File: config.mk
export PLATFORM = sky130hd
export DESIGN_NAME = dataMem
export DESIGN_NICKNAME = d
export VERILOG_FILES = /design/src/verilog/cpuPkg.sv /design/src/verilog/dataMem.sv
export SDC_FILE = /design/constraint.sdc
export NUM_CORES = 2
export LEC_CHECK = 0
export ABC_CLOCK_PERIOD_IN_PS = 8650
export BUFFER_PORTS_ARGS = -buffer_cell sky130_fd_sc_hd__buf_2
export CAP_MARGIN = 25
export CORE_MARGIN = 2
export CORE_UTILIZATION = 60
export DETAILED_ROUTE_END_ITERATION = 7
export PLACE_DENSITY = 0.76
export SYNTH_ARGS = -nofsm -noshare
export SYNTH_HDL_FRONTEND = slang
export SYNTH_SLANG_ARGS = --single-unit
File: constraint.sdc
create_clock -name CLK -period 8.65 [get_ports CLK]
set_clock_uncertainty 0.15 [all_clocks]
set_input_delay 0.4325 -clock CLK [delete_from_list [all_inputs] [get_ports CLK]]
set_output_delay 0.4325 -clock CLK [all_outputs]
set_load 0.01 [all_outputs]
File: src/verilog/cpuPkg.sv
package cpuPkg;

    // Datapath widths
    localparam int XLEN       = 32;  // Data and address width
    localparam int REG_ADDR_W = 5;   // Register index
    localparam int ALU_OP_W   = 3;   // ALU operation code

    // Major opcodes of the supported subset
    localparam logic [6:0] OP_RTYPE  = 7'b0110011;  // add sub and or slt
    localparam logic [6:0] OP_ITYPE  = 7'b0010011;  // addi
    localparam logic [6:0] OP_LOAD   = 7'b0000011;  // lw
    localparam logic [6:0] OP_STORE  = 7'b0100011;  // sw
    localparam logic [6:0] OP_BRANCH = 7'b1100011;  // beq

    // R-type funct3 values, sub shares 000 with add and differs in bit 30
    localparam logic [2:0] F3_ADD_SUB = 3'b000;
    localparam logic [2:0] F3_SLT     = 3'b010;
    localparam logic [2:0] F3_OR      = 3'b110;
    localparam logic [2:0] F3_AND     = 3'b111;

    // ALU operation codes
    localparam logic [ALU_OP_W-1:0] ALU_ADD = 3'd0;
    localparam logic [ALU_OP_W-1:0] ALU_SUB = 3'd1;
    localparam logic [ALU_OP_W-1:0] ALU_AND = 3'd2;
    localparam logic [ALU_OP_W-1:0] ALU_OR  = 3'd3;
    localparam logic [ALU_OP_W-1:0] ALU_SLT = 3'd4;  // Signed compare

    // One instruction word seen through each encoding format
    typedef union packed {
        struct packed {
            logic [6:0] funct7;   // Bit 5 is inst[30]
            logic [4:0] rs2;
            logic [4:0] rs1;
            logic [2:0] funct3;
            logic [4:0] rd;
            logic [6:0] opcode;
        } rType;
        struct packed {
            logic [11:0] imm;     // Sign bit at inst[31]
            logic [4:0]  rs1;
            logic [2:0]  funct3;
            logic [4:0]  rd;
            logic [6:0]  opcode;
        } iType;
        struct packed {
            logic [6:0] immHi;    // imm[11:5]
            logic [4:0] rs2;
            logic [4:0] rs1;
            logic [2:0] funct3;
            logic [4:0] immLo;    // imm[4:0]
            logic [6:0] opcode;
        } sType;
        struct packed {
            logic       imm12;
            logic [5:0] imm10To5;
            logic [4:0] rs2;
            logic [4:0] rs1;
            logic [2:0] funct3;
            logic [3:0] imm4To1;
            logic       imm11;    // Sits where rd[0] would be
            logic [6:0] opcode;
        } bType;
    } instWord_u;

endpackage

File: src/verilog/dataMem.sv
`timescale 1ns/10ps

module dataMem import cpuPkg::*; #(
    parameter int DMEM_DEPTH = 64  // Words, power of two
) (
    input  logic            CLK,
    input  logic [XLEN-1:0] addr,       // Byte address from the ALU
    input  logic            writeEn,
    input  logic [XLEN-1:0] writeData,  // rs2 of a sw
    output logic [XLEN-1:0] readData
);

    localparam int IDX_W = $clog2(DMEM_DEPTH);

    logic [XLEN-1:0] mem [DMEM_DEPTH];
    logic [IDX_W-1:0] wordIdx;  // Byte offset stripped

    assign wordIdx = addr[IDX_W+1:2];

    // Read is combinational, a same-cycle sw is not forwarded
    assign readData = mem[wordIdx];

    always_ff @(posedge CLK) begin
        if (writeEn) begin
            mem[wordIdx] <= writeData;
        end
    end

    // Word accesses only, and no aliasing past the top of the array
    storeLegal: assert property (
        @(posedge CLK)
        writeEn |-> (addr[1:0] == 2'b00) && (addr[XLEN-1:2] < DMEM_DEPTH)
    ) else $error("store to 0x%08h misaligned or outside data memory", addr);

endmodule

==> results.json <==
{
  "status": "finished with violations",
  "violations": "antenna violations, negative hold slack",
  "hold_viol": 2,
  "grt_pass1_vias": 42000,
  "viasPerCell": 6.97,
  "clk_pin_slew_ps": 60,
  "synth_edf_count": 2048,
  "die_w_um": 365,
  "cp_common_cell": "buf_12",
  "grt-ovfl-total": 0,
  "drtPass1Iterations": 6,
  "required_ps": 8070,
  "first_iter_violations": 7302,
  "hold_slack_ps": -1.42,
  "fp.dieH_um": 365,
  "relSlewSlack": 0.269,
  "setup_viol": 0,
  "synth_cell_types": 55,
  "grt_max_degree": 134,
  "cts_setup_buffers": 0,
  "max_freq_ghz": 0.181,
  "synth_common_cells": "2,048 x edfxtp_1, 259 x mux2i_1, 188 x a22oi_1",
  "pwr-share-clk": 0.395,
  "rsz0062_at_grt": "false",
  "yosys.area.top_type": "edfxtp_1",
  "num_io_pins": 98,
  "cts_buffers": 193,
  "min_path_type": "input pin to flip-flop",
  "sequentialPowerShare": 0.550,
  "synthArstFlopShare": 0,
  "worst_pin_slew_ps": 1070,
  "port_buffers": 71,
  "grt_util_met3": 0.0923,
  "netSwitchingFraction": 0.216,
  "die_area_um2": 133000,
  "synth.area.top_cells": "edfxtp_1 79%, mux2i_1 3.3%, mux4_2 2.8%",
  "drive_gt1_frac": 0.177,
  "cp_slowest_cell": "o21ai_0",
  "synth_cells": 4207,
  "crit_path_cell_trace": "buf_8 -> buf_12 -> inv_8 -> buf_12 -> a221oi_1 -> nor2_1 -> o21ai_0 -> o221ai_1 -> or4_1 -> buf_2",
  "crit_family": "buffers and inverters",
  "cpPeakStageDelay_ps": 760,
  "utilization": 0.677,
  "tns_ps": 0,
  "cp-end-kind": "primary output",
  "syn_area_per_cell_um2": 18.6,
  "powerDensity_nw_per_um2": 228,
  "root_buffer": "clkbuf_16",
  "syn_area_um2": 78300,
  "hold-path-cell-count": 1,
  "finalMaxSlewViolations": 0,
  "synthToLayoutAreaGrowth_pct": 12.0,
  "totalWireLength_um": 206000,
  "cap_violations": 0,
  "use_met1": 0.432,
  "grt_busiest_layer": "met2",
  "yosysWarningCount": 0,
  "initial_utilization": 0.605,
  "worst_setup_path_start_kind": "input pin",
  "postLayoutCellArea_um2": 87700,
  "ir_worst_vdd_mv": 0.185,
  "final-instance-count-excl-fill": 6252,
  "cts_tree": "done",
  "crit_fanout": 114,
  "comb_power_share": 0.056,
  "yosysMostFrequentCell": "edfxtp_1",
  "wl_per_cell_um": 33.0,
  "ant_nets": 1,
  "synth-seq-cells": 2048,
  "largest_register_ff_count": 2048,
  "worstSetupPathDepth": 10,
  "leakage_nw": 28.1,
  "dp_hpwl_um": 111000,
  "ys_seq_area_frac": 0.786,
  "place_ws_ps": 3560,
  "htreeDepth": 4,
  "core_um2": 129000,
  "top_register": "mem",
  "yosysTopAreaCellShare": 0.786,
  "syn_nets": 4273,
  "netSwitchingPower_mw": 4.32,
  "reg_top3": "mem (2048)",
  "dp.cells": 5862,
  "cts_sinks": 2048,
  "drc": 0,
  "gp_congestion": 0.839,
  "layout.nets": 4415,
  "row_count": 132,
  "antenna_found_initial": 15,
  "num_vias": 43600,
  "grt_pass1_wl_um": 292000,
  "intPower_mw": 15.7,
  "crit_arrival_ps": 4940,
  "min_period_over_period": 0.639,
  "clockBufferDepth": 3,
  "synth-main-ff-cell": "edfxtp_1",
  "fin_ws_ps": 3130,
  "globalRouteMet2Util": 0.465,
  "power.total_mw": 20.0,
  "finalCriticalPeriod_ps": 5520,
  "worst-path-buf-inv": 5,
  "path_class": "input pin to primary output",
  "place_area_um2": 81400,
  "postCtsResizedCells": 0,
  "grt_use_total": 0.310
}
[layout by cell type (no fill, tap or decap), types with 14 or more instances in the layout]
cell type	n
and3_1	85
clkinv_2	23
a2111oi_0	15
o21ai_0	84
buf_2	68
nand2b_1	15
nor3_1	19
a22oi_1	188
buf_12	28
nor2_1	75
dlygate4sd3_1	20
o22ai_1	93
clkbuf_1	52
o22a_1	70
mux2i_1	259
a221o_1	15
nand3_1	53
mux4_2	96
or4_1	15
or4b_1	14
nand2_1	27
clkinv_1	58
a21oi_1	121
a211oi_1	17
o2bb2ai_1	15
nor4_1	14
a22o_1	66
a221oi_1	175
nor2_4	68
clkbuf_16	197
a222oi_1	16
edfxtp_1	2048
buf_4	123
a31oi_1	43
mux2_2	147
[cells by family after synthesis]
logic type      synth area share
compound gates            0.0873
buf+inv                   0.0170
flops                      0.786
mux                       0.0819
simple gates              0.0283
[final timing paths]
check / start / to / slack, ps
worst min-delay path: writeData[10] / mem[60][10] / -1
worst max-delay path: addr[3] / readData[1] / 3130
[power groups by stage]
| stage | Clock (mW) | Sequential (mW) | Combinational [mW] |
|---|---|---|---|
| floorplan | 0 | 11.2 | 0.549 |
| global placement | 0 | 11.2 | 1.02 |
| detailed placement | 0 | 11.2 | 1.06 |
| CTS | 7.95 | 11.0 | 1.06 |
| global route | 8.32 | 11.0 | 1.15 |
| finish | 7.90 | 11.0 | 1.11 |
[timing repair]
action | CTS | global route
hold buffers | 8 | 12
endpoints found under the setup margin | 0 | 0
hold endpoints to repair | 150 | 196
[routing by layer]
layer  wire [um]  share of wire
met1       74700           0.36
met2       94400           0.46
met3       29100           0.14
met4        8040          0.039
met5         109        0.00053
[layout make-up]
type	instances	area [um2]
Sequential cell	2048	61500
Tap cell	1742	2180
Multi-Input combinational cell	1859	16000
Antenna cell	7	17.5
Timing Repair Buffer	245	2110
Inverter	2	15.0
Fill cell	8023	41800
Clock inverter	100	688
Clock buffer	249	5120
(Power assumes the default switching activity.)
