--- config.mk ---
export PLATFORM = sky130hd
export DESIGN_NAME = regFile
export DESIGN_NICKNAME = d
export VERILOG_FILES = /design/src/verilog/cpuPkg.sv /design/src/verilog/regFile.sv
export SDC_FILE = /design/constraint.sdc
export NUM_CORES = 2
export LEC_CHECK = 0
export BUFFER_PORTS_ARGS = -buffer_cell sky130_fd_sc_hd__buf_2
export CAP_MARGIN = 5
export CORE_UTILIZATION = 50
export CTS_CLUSTER_SIZE = 12
export DETAILED_ROUTE_END_ITERATION = 7
export PLACE_DENSITY = 0.66
export SLEW_MARGIN = 10
export SYNTH_ARGS = -nofsm -noshare
export SYNTH_HDL_FRONTEND = slang
export SYNTH_SLANG_ARGS = --single-unit
--- constraint.sdc ---
create_clock -name CLK -period 2.1 [get_ports CLK]
set_input_delay 0 -clock CLK [delete_from_list [all_inputs] [get_ports CLK]]
set_output_delay 0 -clock CLK [all_outputs]
set_load 0.1 [all_outputs]
--- src/verilog/cpuPkg.sv ---
package cpuPkg;

    // Datapath widths
    localparam int XLEN       = 32;  // Data and address width
    localparam int REG_ADDR_W = 5;   // Register index
    localparam int ALU_OP_W   = 3;   // ALU operation code

    // Major opcodes of the supported subset
    localparam logic [6:0] OP_RTYPE  = 7'b0110011;  // add sub and or slt
    localparam logic [6:0] OP_ITYPE  = 7'b0010011;  // addi
    localparam logic [6:0] OP_LOAD   = 7'b0000011;  // lw
    localparam logic [6:0] OP_STORE  = 7'b0100011;  // sw
    localparam logic [6:0] OP_BRANCH = 7'b1100011;  // beq

    // R-type funct3 values, sub shares 000 with add and differs in bit 30
    localparam logic [2:0] F3_ADD_SUB = 3'b000;
    localparam logic [2:0] F3_SLT     = 3'b010;
    localparam logic [2:0] F3_OR      = 3'b110;
    localparam logic [2:0] F3_AND     = 3'b111;

    // ALU operation codes
    localparam logic [ALU_OP_W-1:0] ALU_ADD = 3'd0;
    localparam logic [ALU_OP_W-1:0] ALU_SUB = 3'd1;
    localparam logic [ALU_OP_W-1:0] ALU_AND = 3'd2;
    localparam logic [ALU_OP_W-1:0] ALU_OR  = 3'd3;
    localparam logic [ALU_OP_W-1:0] ALU_SLT = 3'd4;  // Signed compare

    // One instruction word seen through each encoding format
    typedef union packed {
        struct packed {
            logic [6:0] funct7;   // Bit 5 is inst[30]
            logic [4:0] rs2;
            logic [4:0] rs1;
            logic [2:0] funct3;
            logic [4:0] rd;
            logic [6:0] opcode;
        } rType;
        struct packed {
            logic [11:0] imm;     // Sign bit at inst[31]
            logic [4:0]  rs1;
            logic [2:0]  funct3;
            logic [4:0]  rd;
            logic [6:0]  opcode;
        } iType;
        struct packed {
            logic [6:0] immHi;    // imm[11:5]
            logic [4:0] rs2;
            logic [4:0] rs1;
            logic [2:0] funct3;
            logic [4:0] immLo;    // imm[4:0]
            logic [6:0] opcode;
        } sType;
        struct packed {
            logic       imm12;
            logic [5:0] imm10To5;
            logic [4:0] rs2;
            logic [4:0] rs1;
            logic [2:0] funct3;
            logic [3:0] imm4To1;
            logic       imm11;    // Sits where rd[0] would be
            logic [6:0] opcode;
        } bType;
    } instWord_u;

endpackage

--- src/verilog/regFile.sv ---
`timescale 1ns/10ps

module regFile import cpuPkg::*; (
    input  logic                  CLK,
    input  logic                  rstN,
    input  logic [REG_ADDR_W-1:0] rs1,
    input  logic [REG_ADDR_W-1:0] rs2,
    input  logic [REG_ADDR_W-1:0] rd,        // Write index
    input  logic                  writeEn,
    input  logic [XLEN-1:0]       writeData,
    output logic [XLEN-1:0]       rdData1,
    output logic [XLEN-1:0]       rdData2
);

    // Entry 0 is cleared in reset and never written afterwards
    logic [XLEN-1:0] regs [32];

    // Combinational reads, old value until the write edge
    assign rdData1 = regs[rs1];
    assign rdData2 = regs[rs2];

    always_ff @(posedge CLK or negedge rstN) begin
        if (!rstN) begin
            for (int i = 0; i < 32; i++) begin
                regs[i] <= '0;  // Whole file starts at zero
            end
        end else if (writeEn && (rd != '0)) begin
            regs[rd] <= writeData;  // Writes to x0 dropped
        end
    end

    // The write guard must keep x0 at zero on every edge
    x0StaysZero: assert property (
        @(posedge CLK) disable iff (!rstN)
        regs[0] == '0
    ) else $error("x0 holds 0x%08h instead of zero", regs[0]);

endmodule

==> flow_metrics.tcl <==
set metrics [dict create \
    p_clk_frac 0.335 \
    p_per_area_mw_per_mm2 920 \
    startpoint_type "register" \
    largestRegisters "regs (1024)" \
    p_switching_w 0.0181 \
    postRouteAntennaNets 0 \
    timing.rr.start "regs[783]" \
    synth_edf_count 0 \
    pre_cts_ws_ps -15.0 \
    final-seq-area_mm2 0.0256 \
    r2r-end "regs[783]" \
    utilization 0.598 \
    max-cap-violations 0 \
    drcViolationCount 0 \
    largest_register_ffs 1024 \
    synth_warnings 0 \
    dp_cells 5980 \
    fmaxAchievable_ghz 0.454 \
    start_util 0.507 \
    antenna_found_initial 4 \
    violations "negative setup slack" \
    largest_register "regs" \
    vdd_drop_max_v 0.000726 \
    seqPwrFrac 0.438 \
    slew_headroom 0.326 \
    syn_area_mm2 0.0555 \
    initialDrtViolationCount 3431 \
    ys.flop_type "dfrtp_1" \
    die_h_um 335 \
    fill_cells 8809 \
    io_buffers 113 \
    worstPathRequired_ps 2100 \
    grt_first_pass_wirelength_um 260000 \
    internal_power_w 0.0421 \
    sw_frac_of_total 0.300 \
    async_flop_share 1.00 \
    path_class "reg2out" \
    finalHoldViolCount 0 \
    wl_um 173000 \
    dieArea_mm2 0.112 \
    grt_max_degree 91 \
    clk_latency_ps 730 \
    clock_skew_ps 0 \
    design_area_mm2 0.0654 \
    overflow 0 \
    crit_end "rdData2[31]" \
    syn_inst 4606 \
    syn-num-nets 4656 \
    dpl.hpwl_um 102000 \
    drive_gt1_frac 0.369 \
    vias 39400 \
    slew_violations 0 \
    htreeDepth 3 \
    ys_seq_elements 1024 \
    endpoint_kind "output port" \
    cts_inserted_buffers 112 \
    track_usage 0.307 \
    stdcell_count 6234 \
    cts_tree "done" \
    layout.nets 4716 \
    wire_per_inst_um 27.8 \
    ff2ff_setup_slack_ps 1080 \
    final.min_clock_period_ps 2200 \
    via_per_inst 6.33 \
    hp-class "in2async" \
    die_w_um 335 \
    multi_input_area_mm2 0.0288 \
    root_buffer "clkbuf_16" \
    critPathLaunch "regs[863]" \
    dr.pass1.iters 6 \
    postSynthAreaPerCell_um2 12.1 \
    status "finished, violations left" \
    ys_seq_area_frac 0.462 \
    gp_congestion 0.840 \
    yosysUniqueCellTypes 27 \
    r2r.worst_path.cells 3 \
    grt_pass1_vias 40200 \
    dpl_cell_area_mm2 0.0603 \
    cp.arrival_ps 2200 \
    clockBufferDepth 3 \
    rows 121 \
    clock-sinks 1024 \
    whs_ps 93.1 \
    io_pins 114 \
    period_share 1.05 \
    critPathMaxFanout 3 \
    clk_transition_reported_paths_ps 60 \
    area_growth_pct 17.9 \
    power.leakage_nw 30.8 \
    setup_viol 24 \
    core_area_mm2 0.109 \
    rsz0062_at_grt "true" \
    setup_slack_ps -104 \
    worst_pin_slew_ps 1010 \
    power_frac_comb 0.227 \
]
## power by group through the flow
stage / Combinational [W] / Clock (W) / Sequential, W
final: 0.0137 / 0.0201 / 0.0264
after global routing: 0.0146 / 0.0212 / 0.0268
after CTS: 0.0135 / 0.0204 / 0.0262
after detailed placement: 0.0131 / 0 / 0.0266
after global placement: 0.0129 / 0 / 0.0263
after floorplan: 0.00962 / 0 / 0.0258
## synthesized netlist by cell type (2+ instances only)
| cell type | count | area share |
|---|---|---|
| nor3_1 | 65 | 0.0059 |
| and3b_1 | 2 | 0.00032 |
| nor3b_2 | 2 | 0.00045 |
| nand3b_1 | 5 | 0.00068 |
| nand2_1 | 211 | 0.014 |
| nor2b_1 | 4 | 0.00045 |
| dfrtp_1 | 1024 | 0.46 |
| buf_2 | 181 | 0.016 |
| mux2_2 | 991 | 0.20 |
| and2_1 | 3 | 0.00034 |
| buf_1 | 24 | 0.0016 |
| nor3b_1 | 3 | 0.00041 |
| a22o_1 | 128 | 0.020 |
| a21oi_1 | 192 | 0.017 |
| a22oi_1 | 192 | 0.026 |
| nor2_1 | 16 | 0.0011 |
| mux2i_1 | 1024 | 0.18 |
| nand2b_1 | 5 | 0.00056 |
| buf_4 | 46 | 0.0062 |
| a31oi_1 | 64 | 0.0072 |
| clkbuf_1 | 225 | 0.015 |
| or2_2 | 2 | 0.00023 |
| nand3_1 | 193 | 0.017 |
## layer usage
metal	up-vias	GRT usage	wire length (µm)
met3	395	0.0411	9380
met2	1332	0.496	81800
li1	17100	-	-
met1	20600	0.412	74000
met4	0	0.132	7890
met5	-	0	0
## cells in the final DEF (no fill, tap or decap), drive strengths merged
master and n:
dfrtp 1024, mux2i 1024, mux2 992, buf 388, nand2 211, nand3 193
a22oi 192, a21oi 192, clkbuf 171, a22o 128, nor3 65, a31oi 64
dlygate4sd3 35, nor2 16, clkinv 15, bufinv 7, diode 6, nand2b 5
nand3b 5, nor3b 5, inv 5, nor2b 4, and2 3, or2 2
and3b 2, clkinvlp 2, nand4 1, and3 1
## area by class of cell
class                      count  area share
timing repair buffer         423      0.0825
sequential                  1024       0.392
clock buffer                 171      0.0512
tap                         1476      0.0282
multi-input combinational   3105       0.440
clock inverter                29     0.00578
antenna                        6    0.000230
## worst min-delay path by stage
stage | start | to | cells past startpoint
after floorplan | rstN | regs[0] | 0
after global placement | rstN | regs[37] | 1
after detailed placement | rstN | regs[37] | 1
after CTS | rstN | regs[927] | 3
after global routing | rstN | regs[513] | 3
final | rstN | regs[927] | 3
## critical path, stage by stage (launching register included)
cell	delay [ps]
dfrtp_1	410
mux2i_2	210
a22o_1	200
nor3_2	60
a31oi_2	210
nand3_2	170
buf_12	210
## timing repair
item                        CTS  global route
hold buffers                 36             0
hold endpoints to repair   1980             0
setup endpoints to repair    63            63
pin swaps                   106           108
resized for setup           135            38
buffers inserted              6             7
## metrics by stage
| stage | TNS, ps | total power (W) |
|---|---|---|
| 5_1_grt | -3910 | 0.0626 |
| 3_3_place_gp | 0 | 0.0392 |
| 3_5_place_dp | -105 | 0.0397 |
| 2_1_floorplan | 0 | 0.0354 |
| 6_report | -1030 | 0.0602 |
| 4_1_cts | -2330 | 0.0602 |
## cells by family after synthesis
family          Yosys count  share of synthesized area
simple gates            513                     0.0423
flops                  1024                      0.462
buf+inv                 477                     0.0395
mux                    2016                      0.386
compound gates          576                     0.0707
(Power assumes the default switching activity.)
