==> src/verilog/cpuPkg.sv <==
package cpuPkg;

    // Datapath widths
    localparam int XLEN       = 32;  // Data and address width
    localparam int REG_ADDR_W = 5;   // Register index
    localparam int ALU_OP_W   = 3;   // ALU operation code

    // Major opcodes of the supported subset
    localparam logic [6:0] OP_RTYPE  = 7'b0110011;  // add sub and or slt
    localparam logic [6:0] OP_ITYPE  = 7'b0010011;  // addi
    localparam logic [6:0] OP_LOAD   = 7'b0000011;  // lw
    localparam logic [6:0] OP_STORE  = 7'b0100011;  // sw
    localparam logic [6:0] OP_BRANCH = 7'b1100011;  // beq

    // R-type funct3 values, sub shares 000 with add and differs in bit 30
    localparam logic [2:0] F3_ADD_SUB = 3'b000;
    localparam logic [2:0] F3_SLT     = 3'b010;
    localparam logic [2:0] F3_OR      = 3'b110;
    localparam logic [2:0] F3_AND     = 3'b111;

    // ALU operation codes
    localparam logic [ALU_OP_W-1:0] ALU_ADD = 3'd0;
    localparam logic [ALU_OP_W-1:0] ALU_SUB = 3'd1;
    localparam logic [ALU_OP_W-1:0] ALU_AND = 3'd2;
    localparam logic [ALU_OP_W-1:0] ALU_OR  = 3'd3;
    localparam logic [ALU_OP_W-1:0] ALU_SLT = 3'd4;  // Signed compare

    // One instruction word seen through each encoding format
    typedef union packed {
        struct packed {
            logic [6:0] funct7;   // Bit 5 is inst[30]
            logic [4:0] rs2;
            logic [4:0] rs1;
            logic [2:0] funct3;
            logic [4:0] rd;
            logic [6:0] opcode;
        } rType;
        struct packed {
            logic [11:0] imm;     // Sign bit at inst[31]
            logic [4:0]  rs1;
            logic [2:0]  funct3;
            logic [4:0]  rd;
            logic [6:0]  opcode;
        } iType;
        struct packed {
            logic [6:0] immHi;    // imm[11:5]
            logic [4:0] rs2;
            logic [4:0] rs1;
            logic [2:0] funct3;
            logic [4:0] immLo;    // imm[4:0]
            logic [6:0] opcode;
        } sType;
        struct packed {
            logic       imm12;
            logic [5:0] imm10To5;
            logic [4:0] rs2;
            logic [4:0] rs1;
            logic [2:0] funct3;
            logic [3:0] imm4To1;
            logic       imm11;    // Sits where rd[0] would be
            logic [6:0] opcode;
        } bType;
    } instWord_u;

endpackage

==> src/verilog/instMem.sv <==
`timescale 1ns/10ps

module instMem import cpuPkg::*; #(
    parameter int IMEM_DEPTH = 64  // Words, power of two
) (
    input  logic            CLK,
    input  logic [XLEN-1:0] pc,      // Byte address of fetch
    input  logic            wrEn,    // Program load strobe
    input  logic [XLEN-1:0] wrAddr,  // Byte address of loaded word
    input  logic [XLEN-1:0] wrData,
    output logic [XLEN-1:0] inst
);

    localparam int IDX_W = $clog2(IMEM_DEPTH);

    logic [XLEN-1:0] mem [IMEM_DEPTH];

    // Fetch uses the word index, byte offset dropped
    assign inst = mem[pc[IDX_W+1:2]];

    always_ff @(posedge CLK) begin
        if (wrEn) begin
            mem[wrAddr[IDX_W+1:2]] <= wrData;
        end
    end

    // A load beyond the array would silently alias onto low words
    loadInRange: assert property (
        @(posedge CLK) wrEn |-> (wrAddr[1:0] == 2'b00) && (wrAddr[XLEN-1:2] < IMEM_DEPTH)
    ) else $error("program load address 0x%08h outside instruction memory", wrAddr);

endmodule

==> config.mk <==
export PLATFORM = sky130hd
export DESIGN_NAME = instMem
export DESIGN_NICKNAME = d
export VERILOG_FILES = /design/src/verilog/cpuPkg.sv /design/src/verilog/instMem.sv
export SDC_FILE = /design/constraint.sdc
export NUM_CORES = 2
export LEC_CHECK = 0
export BUFFER_PORTS_ARGS = -buffer_cell sky130_fd_sc_hd__buf_2
export CORE_MARGIN = 10
export CORE_UTILIZATION = 30
export DETAILED_ROUTE_END_ITERATION = 8
export SLEW_MARGIN = 20
export SYNTH_ARGS = -nofsm -noshare
export SYNTH_HDL_FRONTEND = slang
export SYNTH_SLANG_ARGS = --single-unit
==> constraint.sdc <==
create_clock -name CLK -period 7.9 [get_ports CLK]
set_input_delay 1.185 -clock CLK [delete_from_list [all_inputs] [get_ports CLK]]
set_output_delay 1.185 -clock CLK [all_outputs]
set_load 0.03 [all_outputs]
==> results.rst <==
.. list-table::
   :header-rows: 1

   * - Metric
     - Value
   * - Run status
     - finished clean
   * - Primary flip-flop cell chosen by synthesis mapping
     - sky130_fd_sc_hd__edfxtp_1
   * - Antenna-violating nets left
     - 0
   * - Worst setup slack after placement
     - 2.15 ns
   * - Clock buffer depth
     - 3
   * - Number of flops mapped to enable cells by yosys
     - 2048
   * - Half-perimeter wire length after detailed placement
     - 104000 um
   * - Required arrival time at the worst endpoint
     - 6.71 ns
   * - Sequential share of the synthesized area
     - 0.790
   * - Core Box Area
     - 258000 um^2
   * - Biggest area contributors in the synthesized netlist
     - sky130_fd_sc_hd__edfxtp_1 79%, sky130_fd_sc_hd__mux4_2 16%, sky130_fd_sc_hd__mux2i_1 1.2%, sky130_fd_sc_hd__o22ai_1 0.67%, sky130_fd_sc_hd__nor2_1 0.66%
   * - Final Power
     - 22.2 mW
   * - Mean routed wirelength per cell
     - 28.4 um
   * - GPL Wtd Cong
     - 0.752
   * - CTS H-tree depth
     - 4
   * - Final number of max-transition violations
     - 0
   * - CP max-delay cell
     - sky130_fd_sc_hd__o22ai_1
   * - Total overflow reported by the global router
     - 0
   * - Standard-cell rows
     - 186
   * - Vias per inst
     - 5.14
   * - Clock network power share
     - 0.406
   * - Total power density per cell area
     - 248 nW/um^2
   * - Most common cell in the synthesized netlist
     - sky130_fd_sc_hd__edfxtp_1
   * - Count of buffers inserted at the top-level ports
     - 77
   * - Detailed-route via count
     - 36.3k
   * - Cell repeated most along the worst path
     - sky130_fd_sc_hd__mux4_2
   * - Layout filler cell count
     - 23.5k
   * - Global-route wire length before repair
     - 282000 um
   * - Final-report setup violation count
     - 0
   * - Layout cell share with drive strength beyond 1
     - 0.289
   * - Actual transition at the worst max-transition pin
     - 1.08 ns
   * - Sequential Power Share
     - 0.543
   * - Relative slew slack
     - 0.281
   * - Area used by multi-input combinational logic
     - 16000 um^2
   * - Combinational share of power
     - 0.051
   * - Via count of the first global-routing pass
     - 37.0k
   * - Overall die area
     - 280000 um^2
   * - Antenna violations before repair
     - 20
   * - Total negative slack for setup checks
     - 0 ns
   * - Final Hold Viols
     - 0
   * - Chip width
     - 529 um
   * - Part of the cycle the worst path needs
     - 0.725
   * - Number of sinks handled by clock tree synthesis
     - 2048
   * - Synth cell count leaders
     - 2048 x sky130_fd_sc_hd__edfxtp_1, 544 x sky130_fd_sc_hd__mux4_2, 137 x sky130_fd_sc_hd__nor2_1, 93 x sky130_fd_sc_hd__mux2i_1, 84 x sky130_fd_sc_hd__o22ai_1
   * - Post-CTS Setup Inserts
     - 0
   * - Unrepaired setup endpoints after global routing
     - no
   * - Hold_ws
     - 0.773 ns
   * - Pin count of the biggest net entering global routing
     - 84
   * - GRT Resource Usage Total
     - 0.140
   * - Initial core utilization
     - 0.302
   * - Resized cells post-CTS
     - 0
   * - Crit path max fanout
     - 46
   * - Highest cell delay on the worst timing path
     - 0.66 ns
   * - Layout overhead on the synthesized area
     - 14.8%
   * - Number of library cell types mapped by synthesis
     - 33
   * - Pre-Repair DR Iteration Count
     - 5
   * - Critical path start-end classification
     - primary input to primary output
   * - Count of unresolved DRC violations after routing
     - 0
   * - Pleak
     - 27.1 nW
   * - Num CTS Buffers
     - 204
   * - Startpoint types
     - primary input
   * - Highest ir drop seen on vdd
     - 0.000208 V
   * - Peak Freq
     - 175 MHz
   * - Data arrival at the endpoint of the critical path
     - 4.54 ns
   * - Cell-internal power
     - 17.4 mW
   * - Clk Tree Root Cell
     - sky130_fd_sc_hd__clkbuf_16
   * - Wire length reported by the detailed router
     - 201000 um
   * - Top-Level Pins
     - 130
   * - Final worst setup slack
     - 2.17 ns
   * - Power spent charging and discharging nets
     - 4.76 mW
   * - Sequential cell area
     - 61500 um^2
   * - Number of synthesized register bits
     - 2048
   * - Total number of nets in the final design
     - 3600
   * - Fraction of post-synthesis cell area in the top cell type by area
     - 0.790
   * - Cell area after technology mapping
     - 77900 um^2
   * - Switching fraction of total power
     - 0.215
   * - Syn nets
     - 3390
   * - Ordered list of cells on the worst path
     - buf_8 -> buf_12 -> mux4_2 -> mux4_2 -> o22ai_1 -> nor2_1 -> buf_2
   * - Mean Syn Cell Area
     - 23.7 um^2
   * - Worst Setup End Kind
     - primary output
   * - Synth async-reset ratio
     - 0
   * - Leading area contributor after synthesis
     - sky130_fd_sc_hd__edfxtp_1
   * - Vertical die dimension
     - 529 um
   * - Number of maximum-capacitance violations
     - 0
   * - Number of hold buffers added after cts
     - 0
   * - Clock period minus worst slack
     - 5.73 ns
   * - Total of warnings raised by yosys
     - 0
   * - Register clock-pin slew on the reported worst setup and hold paths
     - 0.06 ns
   * - 1st-iter DRT viols
     - 4361
   * - Gate count after technology mapping
     - 3292
   * - Clock tree from TritonCTS
     - done
   * - Number of flip-flops under the largest register name
     - 2048
   * - Hold Path Class
     - primary input to register
[cell usage in the layout, fill, tap and decap left out, types with 6 or more instances in the layout]
cell type	n
sky130_fd_sc_hd__a21oi_1	62
sky130_fd_sc_hd__a22oi_1	12
sky130_fd_sc_hd__a311oi_1	8
sky130_fd_sc_hd__buf_12	16
sky130_fd_sc_hd__buf_2	50
sky130_fd_sc_hd__buf_4	116
sky130_fd_sc_hd__bufinv_16	6
sky130_fd_sc_hd__clkbuf_1	57
sky130_fd_sc_hd__clkbuf_16	206
sky130_fd_sc_hd__clkinv_1	61
sky130_fd_sc_hd__clkinv_2	28
sky130_fd_sc_hd__clkinv_8	6
sky130_fd_sc_hd__diode_2	12
sky130_fd_sc_hd__edfxtp_1	2048
sky130_fd_sc_hd__mux2i_1	93
sky130_fd_sc_hd__mux4_2	544
sky130_fd_sc_hd__nand2_1	25
sky130_fd_sc_hd__nor2_1	74
sky130_fd_sc_hd__nor2_4	62
sky130_fd_sc_hd__nor2b_1	14
sky130_fd_sc_hd__o221ai_1	27
sky130_fd_sc_hd__o22ai_1	84
[power by group through the flow]
stage	Sequential [mW]	Clock, mW	Combinational (mW)
4_1_cts	12.1	9.17	1.15
5_1_grt	12.0	9.59	1.21
6_report	12.0	9.00	1.13
3_5_place_dp	12.3	0	1.15
3_3_place_gp	12.3	0	1.13
2_1_floorplan	12.3	0	0.647
[stage by stage]
stage	instance area [um^2]	std cells	util
finish	89400	7067	0.347
detailed placement	83100	6676	0.322
global placement	83100	6676	0.322
floorplan	77900	3292	-
global route	89400	7059	0.347
CTS	89200	7051	0.346
[layer usage]
metal / up-vias / wire [um] / global-route usage
li1: 14600 / - / -
met1: 19800 / 80000 / 0.185
met2: 1559 / 97800 / 0.228
met3: 334 / 15500 / 0.0299
met4: 12 / 7360 / 0.0513
met5: - / 77 / 0
[cells by family (layout without fill, tap and decap cells)]
logic type	count (synthesis)	count (layout)	synth area share
flops	2048	2048	0.790
mux	637	637	0.169
simple gates	223	223	0.0128
compound gates	202	202	0.0169
buf+inv	182	561	0.0114
other cells	0	12	0
[worst max-delay path, delay by kind of cell]
family,cells,cell delay (ns)
muxes,2,1.06
buffers and inverters,3,1.05
AOI/OAI and AO/OA,1,0.66
and+or+nand+nor,1,0.36
[worst paths after layout]
kind      start          to  slack [ns]  depth (start not counted)
max       pc[2]    inst[14]        2.17                          7
min   wrData[0]  mem[48][0]        0.77                          1
[cell type report]
cell class                      instances  share of cell area
Antenna cell                           12            0.000336
Clock buffer                          263              0.0601
Clock inverter                        112             0.00869
Multi-Input combinational cell       1062               0.179
Sequential cell                      2048               0.688
Tap cell                             3384              0.0474
Timing Repair Buffer                  186              0.0168
Note: power is estimated with default switching activity, not from simulation.
