==> src/verilog/cpuPkg.sv <==
package cpuPkg;

    // Datapath widths
    localparam int XLEN       = 32;  // Data and address width
    localparam int REG_ADDR_W = 5;   // Register index
    localparam int ALU_OP_W   = 3;   // ALU operation code

    // Major opcodes of the supported subset
    localparam logic [6:0] OP_RTYPE  = 7'b0110011;  // add sub and or slt
    localparam logic [6:0] OP_ITYPE  = 7'b0010011;  // addi
    localparam logic [6:0] OP_LOAD   = 7'b0000011;  // lw
    localparam logic [6:0] OP_STORE  = 7'b0100011;  // sw
    localparam logic [6:0] OP_BRANCH = 7'b1100011;  // beq

    // R-type funct3 values, sub shares 000 with add and differs in bit 30
    localparam logic [2:0] F3_ADD_SUB = 3'b000;
    localparam logic [2:0] F3_SLT     = 3'b010;
    localparam logic [2:0] F3_OR      = 3'b110;
    localparam logic [2:0] F3_AND     = 3'b111;

    // ALU operation codes
    localparam logic [ALU_OP_W-1:0] ALU_ADD = 3'd0;
    localparam logic [ALU_OP_W-1:0] ALU_SUB = 3'd1;
    localparam logic [ALU_OP_W-1:0] ALU_AND = 3'd2;
    localparam logic [ALU_OP_W-1:0] ALU_OR  = 3'd3;
    localparam logic [ALU_OP_W-1:0] ALU_SLT = 3'd4;  // Signed compare

    // One instruction word seen through each encoding format
    typedef union packed {
        struct packed {
            logic [6:0] funct7;   // Bit 5 is inst[30]
            logic [4:0] rs2;
            logic [4:0] rs1;
            logic [2:0] funct3;
            logic [4:0] rd;
            logic [6:0] opcode;
        } rType;
        struct packed {
            logic [11:0] imm;     // Sign bit at inst[31]
            logic [4:0]  rs1;
            logic [2:0]  funct3;
            logic [4:0]  rd;
            logic [6:0]  opcode;
        } iType;
        struct packed {
            logic [6:0] immHi;    // imm[11:5]
            logic [4:0] rs2;
            logic [4:0] rs1;
            logic [2:0] funct3;
            logic [4:0] immLo;    // imm[4:0]
            logic [6:0] opcode;
        } sType;
        struct packed {
            logic       imm12;
            logic [5:0] imm10To5;
            logic [4:0] rs2;
            logic [4:0] rs1;
            logic [2:0] funct3;
            logic [3:0] imm4To1;
            logic       imm11;    // Sits where rd[0] would be
            logic [6:0] opcode;
        } bType;
    } instWord_u;

endpackage

==> src/verilog/pcUnit.sv <==
`timescale 1ns/10ps

module pcUnit import cpuPkg::*; (
    input  logic            CLK,
    input  logic            rstN,
    input  logic            branch,    // beq in flight
    input  logic            zero,      // Operands compared equal
    input  logic [XLEN-1:0] immValue,  // Byte offset for branches
    output logic [XLEN-1:0] pc
);

    logic [XLEN-1:0] pcPlus4;      // Sequential successor
    logic [XLEN-1:0] branchTarget; // pc relative target
    logic            takeBranch;
    logic [XLEN-1:0] nextPc;

    assign pcPlus4      = pc + XLEN'(4);
    assign branchTarget = pc + immValue;
    assign takeBranch   = branch & zero;  // Equal operands under beq
    assign nextPc       = takeBranch ? branchTarget : pcPlus4;

    // PC register, held at address 0 through reset
    always_ff @(posedge CLK or negedge rstN) begin
        if (!rstN) begin
            pc <= '0;
        end else begin
            pc <= nextPc;
        end
    end

    // Branch offsets from the decoder keep bit 1 clear only if the
    // program is legal, so misalignment shows up here first
    pcAligned: assert property (
        @(posedge CLK) disable iff (!rstN)
        pc[1:0] == 2'b00
    ) else $error("pc 0x%08h is not word aligned", pc);

endmodule

==> config.mk <==
export PLATFORM = sky130hd
export DESIGN_NAME = pcUnit
export DESIGN_NICKNAME = d
export VERILOG_FILES = /design/src/verilog/cpuPkg.sv /design/src/verilog/pcUnit.sv
export SDC_FILE = /design/constraint.sdc
export NUM_CORES = 1
export LEC_CHECK = 0
export ABC_AREA = 1
export BUFFER_PORTS_ARGS = -buffer_cell sky130_fd_sc_hd__buf_2
export CAP_MARGIN = 20
export CORE_UTILIZATION = 50
export CTS_CLUSTER_SIZE = 12
export DETAILED_ROUTE_END_ITERATION = 16
export HOLD_SLACK_MARGIN = 0.15
export PLACE_DENSITY_LB_ADDON = 0.3
export SYNTH_ARGS = -nofsm -noshare
export SYNTH_HDL_FRONTEND = slang
export SYNTH_SLANG_ARGS = --single-unit
==> constraint.sdc <==
create_clock -name CLK -period 4.2 [get_ports CLK]
set_input_delay 0.84 -clock CLK [delete_from_list [all_inputs] [get_ports CLK]]
set_output_delay 0.84 -clock CLK [all_outputs]
set_load 0.1 [all_outputs]
==> summary.md, run 1 <==
| Metric | Value |
|---|---|
| Via/cell ratio | roughly 5.3 |
| FP Rows | 33 |
| Die area | roughly 9000 um^2 |
| Wire per inst | 14.5 um |
| Met3 wire length | about 1200 um |
| CP max-delay cell | fa_1 |
| DPL Wire Length | approximately 11,000 um |
| Final Setup Violations | 0 |
| Fraction of registers with async set/reset | between 90% and 100% |
| Bufs on Longest Clock Path | 2 |
| Post-synth EDFFs | 0 |
| Max reg flops | 32 |
| Routed vias | between 4,000 and 5,000 |
| Htree depth | 2 |
| Max-slew violations | 0 |
| WS Path Type | in -> reg |
| CP Depth | 14 |
| Layout fillers | 874 |
| Startpoint Class | input port |
| DR pass1 iterations | 5 |
| Nets | 900 |
| Final Hold Viols | 0 |
| Met1 Wirelength | 6620 um |
| # diodes | 0 |
| Core Region | roughly 8300 um^2 |
| Sinks on Clock Net | 32 |
| Layout cells sized above 1 | around an eighth |
| Type of element capturing the critical path | flop |
| Cts repair resizes | 0 |
| Min-Delay Endpoint | pc[0] |
| Slew @ Worst Pin | about 1000 ps |
| Worst Hold Class | reg -> reg |
| Cell family with most CP delay | simple AND/OR/NAND/NOR gates |
| Reg clk slew, reported paths | about 70 ps |
| Initial antenna violation count | 0 |
| DR DRC count | 0 |
| R2R cell count | 13 |
| Iter 0 DRT Violations | approximately 360 |
| Largest area contributor in the netlist | nand2_1 |
| Top register by number of flip-flops | pc |
| Flops & latches, synth | 32 |
| Unique cell type count in the Yosys netlist | 37 |
| Setup TNS Final | 0 ps |
| Worst clock skew | 5.32 ps |
| GPL Wtd Cong | between 0.9 and 1 |
| Crit Path Max Fanout | 5 |
| I/O pins | slightly below 70 |
| Die Y | 95.0 um |
| CTS tree | built |
| Largest net degree at the start of global routing | 34 |
| Worst path required time | about 4400 ps |
| Worst path max stage delay | between 300 and 400 ps |
| DRT antenna net count | 0 |
| Tcrit/Tclk final | about three fifths |
| Outcome | completed |
| Seq/Total Area, Yosys | a little under a fifth |
| Syn avg cell area | between 5 and 6 um^2 |
| Gate Count Post-Synth | between 700 and 800 |
| R2R Path End | pc[24] |
| YS warnings | 0 |
| Top post-synthesis cells by area | nand2_1 26%, dfrtp_1 19%, inv_1 12% |
| Number of port buffers | 67 |
| Worst path cell trace | buf_2 > ha_1 > inv_1 > fa_1 > inv_1 > nand3_1 > nand3_1 > nand2_1 > nand2_1 > nand2_1 > nand3_1 > nand2_1 > nand3_1 > nand2_1 |
| Worst reg-to-reg setup slack | about 1900 ps |
| Share of the synthesized area in the top cell type | 25.8% |
| Largest regs | pc x32 |
| Postcts setup bufs | 0 |
| Maxcap violations | 0 |
| FMAX | roughly 400 MHz |
| Vias in the first global route | roughly 4,500 |
| Max layer used | met4 |
| Post-CTS Hold Buffers | 0 |
| Reg-to-Reg Start | pc[0] |
| GRT overflow | 0 |
| Hold path cells | 2 |
| CP dominant cell by count | nand2_1 |
| Root Driver | clkbuf_8 |
| CP Launch Point | immValue[0] |
| First-pass GRT wire length | 21,800 um |
| WP data arrival | about 2700 ps |
| Syn_nets | 831 |
| Routed wl met2 | 5510 um |
| Post-layout min period | 2540 ps |
| Starting density of the core | 52.1% |
| Most used DFF post-synth | dfrtp_1 |
| Worst rel slew slack | roughly a third |
| Clock buffer count from CTS | 5 |
| RSZ-0062 raised after global routing | false |
| GRT Util Overall | between 30% and 40% |
| Cell Area, Synth | 4330 um^2 |
| Worst path buffer plus inverter count | 3 |
| Clk Latency, worst-skew pair | roughly 290 ps |
| Die width | 95.0 um |
| Hold path start | pc[0] |
| Syn-to-layout area delta | 12.5% |
| WL final | 13,600 um |
## worst min-delay path: cells and delay by family, from the launching register on
| kind | cells | cell delay, ps |
|---|---|---|
| simple gates | 2 | 130 |
| flops | 1 | 380 |
## area by class of cell
type,count,area [um^2],share of cell area (%)
Timing Repair Buffer,68,343,7.04
Tap cell,105,131,2.70
Multi-Input combinational cell,584,2970,61.0
Clock inverter,3,23.8,0.488
Sequential cell,32,801,16.5
Clock buffer,5,68.8,1.41
Inverter,140,531,10.9
## synth_stat cells (5+ instances only)
cell and n:
nand2_1 297, inv_1 134, nor2_1 65, nand3_1 50
a21oi_1 34, dfrtp_1 32, ha_1 32, o21ai_0 18
nor3_1 9, o21ai_1 9, xnor2_1 9, nand4_1 8
xor2_1 8, o21bai_1 6, inv_2 5, nand2_2 5
nand3b_1 5
## per-stage QoR
stage                     cell area (um^2)  hold WS [ps]  util [%]  setup WS (ps)  std cells
after detailed placement              4770           512      57.5           1410        929
after global placement                4770           496      57.5           1450        929
after floorplan                       4330           544         -           1680        762
final                                 4870           526      58.6           1660        937
after CTS                             4870           532      58.6           1700        937
after global routing                  4870           565      58.6           1450        937
## worst max path at each step
stage	end	slack, ps
floorplan	pc[28]	1680
global placement	pc[24]	1450
detailed placement	pc[28]	1410
CTS	pc[24]	1700
global route	pc[24]	1450
finish	pc[24]	1660
## metal layers
metal,global-route usage [%],vias up
li1,-,2499
met1,48.2,2210
met2,47.1,219
met3,3.99,25
met4,8.59,0
met5,0,-
## cells in the final DEF, fill, tap and decap left out, drive strengths merged, types with 2 or more instances in the layout
master and n:
xor2 8, buf 68, inv 139, a21oi 35
ha 32, nor3 12, nand3 53, clkinv 2
o21ai 28, nand2 305, nand3b 5, o22ai 3
xnor2 10, o21bai 6, nor2 72, clkinvlp 2
clkbuf 5, nand4 9, dfrtp 32
## cell families (layout without fill, tap and decap cells)
| kind of cell | after synthesis | count (layout) | share of synthesized area (%) |
|---|---|---|---|
| compound gates | 74 | 74 | 9.28 |
| xor+xnor | 18 | 18 | 3.82 |
| fa+ha+maj | 33 | 33 | 9.72 |
| buf+inv | 146 | 216 | 12.9 |
| flops | 32 | 32 | 18.5 |
| simple gates | 459 | 459 | 45.8 |
Power of run 1 is not shown: default switching activity piles up to over one toggle a cycle in this logic, so the estimate is an artifact.
==> inputs of run 2 (changes only) <==
- clock period: 4.2 -> 2.55 ns (I/O delays scaled with it)
==> run 2 against run 1 <==
Compared with the run above:
- critical path depth decreased by 4
- setup slack got worse by 1300 ps
- utilization is 0.63 points higher
- final cell count increased by 0.75%
- register-to-register slack worse by 1600 ps
- critical endpoint is now pc[27]
==> summary.md, run 2 (synthesized netlist as in run 1, its figures left out) <==
| Metric | Value |
|---|---|
| WP data arrival | 2410 ps (was 2710 ps) |
| Worst rel slew slack | 50.6% (was 31.9%) |
| Final Hold Viols | 0 (unchanged) |
| Iter 0 DRT Violations | 429 (was 355) |
| Crit Path Max Fanout | 6 (was 5) |
| Clk Latency, worst-skew pair | 290 ps (about the same) |
| Starting density of the core | 52.1% (unchanged) |
| Worst path buffer plus inverter count | 1 (was 3) |
| Placed cell area | 4830 um^2 (was 4770 um^2) |
| DPL Wire Length | 11,800 um (was 11,400 um) |
| GRT overflow | 0 (unchanged) |
| Slew @ Worst Pin | 740 ps (was 1020 ps) |
| Final instance area | 4920 um^2 (was 4870 um^2) |
| R2R Path End | pc[27] (was pc[24]) |
| Postcts setup bufs | 0 (unchanged) |
| Outcome | completed (unchanged) |
| Initial antenna violation count | 0 (unchanged) |
| Clock buffer count from CTS | 5 (unchanged) |
| Worst path max stage delay | 530 ps (was 370 ps) |
| Bufs on Longest Clock Path | 2 (unchanged) |
| Hold Worst Slack | 278 ps (was 526 ps) |
| R2R cell count | 10 (was 13) |
| Sinks on Clock Net | 32 (unchanged) |
| Routed vias | 5,036 (was 4,953) |
| Worst Hold Class | in -> async (was reg -> reg) |
| I/O pins | 68 (unchanged) |
| RSZ-0062 raised after global routing | false (unchanged) |
| Post-layout min period | ~2200 ps |
| Most common cell after layout, fill and taps aside | nand2_1 (unchanged) |
| Worst reg-to-reg setup slack | 310 ps (was 1890 ps) |
| DRT antenna net count | 0 (unchanged) |
| Wire per inst | 14.9 um (was 14.5 um) |
| Largest net degree at the start of global routing | 33 (was 34) |
| GPL Wtd Cong | 1.00 (was 0.935) |
| Reg-to-Reg Start | pc[25] (was pc[0]) |
| Reg clk slew, reported paths | 70 ps (about the same) |
| Tcrit/Tclk final | 87.7% |
| CP dominant cell by count | nand2_1 (unchanged) |
| Nets | 907 (was 900) |
| Die area | 9030 um^2 (unchanged) |
| Cts repair resizes | 0 (unchanged) |
| GRT Util Overall | 33.0% (was 31.8%) |
| WL final | 14,100 um (was 13,600 um) |
| DR DRC count | 0 (unchanged) |
| Startpoint Class | flop (was input port) |
| DR pass1 iterations | 5 (unchanged) |
| Vias in the first global route | 4,545 (was 4,504) |
| Final Setup Violations | 0 (unchanged) |
| Setup TNS Final | 0 ps (unchanged) |
| FP Rows | 33 (unchanged) |
| Die Y | 95.0 um (unchanged) |
| First-pass GRT wire length | 22,300 um (was 21,800 um) |
| # diodes | 0 (unchanged) |
| CP max-delay cell | dfrtp_1 (was fa_1) |
| Max reg flops | 32 (unchanged) |
| Layout cells sized above 1 | 13.7% (was 13.0%) |
| Largest regs | pc x32 (unchanged) |
| Worst path cell trace | ha_1 > nand2_1 > nor2_1 > inv_1 > nor3_1 > nand2_1 > nand2_1 > nand2_1 > nand3_1 > nand2_1 (was buf_2 > ha_1 > inv_1 > fa_1 > inv_1 > nand3_1 > nand3_1 > nand2_1 > nand2_1 > nand2_1 > nand3_1 > nand2_1 > nand3_1 > nand2_1) |
| Cell family with most CP delay | simple AND/OR/NAND/NOR gates (unchanged) |
| Post-CTS Hold Buffers | 0 (unchanged) |
| Post-Route Utilization | 59.3% (was 58.6%) |
| Htree depth | 2 (unchanged) |
| Number of port buffers | 67 (unchanged) |
| CTS tree | built (unchanged) |
| Most frequent cells in the layout | 297 x nand2_1, 134 x inv_1, 67 x buf_2 (unchanged) |
| Max-slew violations | 0 (unchanged) |
| Die width | 95.0 um (unchanged) |
| Maxcap violations | 0 (unchanged) |
| Core Region | 8300 um^2 (unchanged) |
| FMAX | approximately 450 MHz |
| Syn-to-layout area delta | 13.7% (was 12.5%) |
| Worst clock skew | 7.63 ps (was 5.32 ps) |
| Type of element capturing the critical path | flop (unchanged) |
| WS Path Type | reg -> reg (was in -> reg) |
| Via/cell ratio | 5.33 (was 5.29) |
| Worst path required time | 2720 ps (was 4370 ps) |
| Top register by number of flip-flops | pc (unchanged) |
| Root Driver | clkbuf_8 (unchanged) |
## run 2: cell types whose count changed in the layout (fill, tap and decap cells not counted), sizes merged
cell / previous run / this run
clkinv: 2 / 3
buf: 68 / 75
clkbuf: 5 / 6
clkinvlp: 2 / 0
## run 2: layout make-up
cell class	instances	area [um^2]
clock buffers	6	82.6
inverters	140	531
flip-flops and latches	32	801
repair buffers	75	395
clock inverters	2	10.0
fillers	837	3380
multi-input cells	584	2970
well taps	105	131
## run 2: how the worst max path moves through the flow
stage / startpoint / to / cells past startpoint
after floorplan: pc[0] / pc[28] / 13
after CTS: pc[25] / pc[27] / 10
after global routing: pc[25] / pc[27] / 10
after global placement: immValue[0] / pc[24] / 14
after detailed placement: immValue[0] / pc[24] / 14
final: pc[25] / pc[27] / 10
## run 2: metrics by stage
| stage | setup slack, ps | instances |
|---|---|---|
| CTS | 351 | 944 |
| detailed placement | 164 | 936 |
| global placement | 218 | 936 |
| global route | 128 | 944 |
| floorplan | 34.8 | 762 |
| finish | 314 | 944 |
## run 2: metal layers
metal | vias to the layer above | GRT usage (%) | share of wire (%)
met5 | - | 0 | 0
met4 | 0 | 11.1 | 2.5
met3 | 21 | 3.67 | 8.6
met2 | 213 | 49.3 | 42
met1 | 2280 | 48.8 | 47
li1 | 2522 | - | -
Power of run 2 is left out for the same reason.
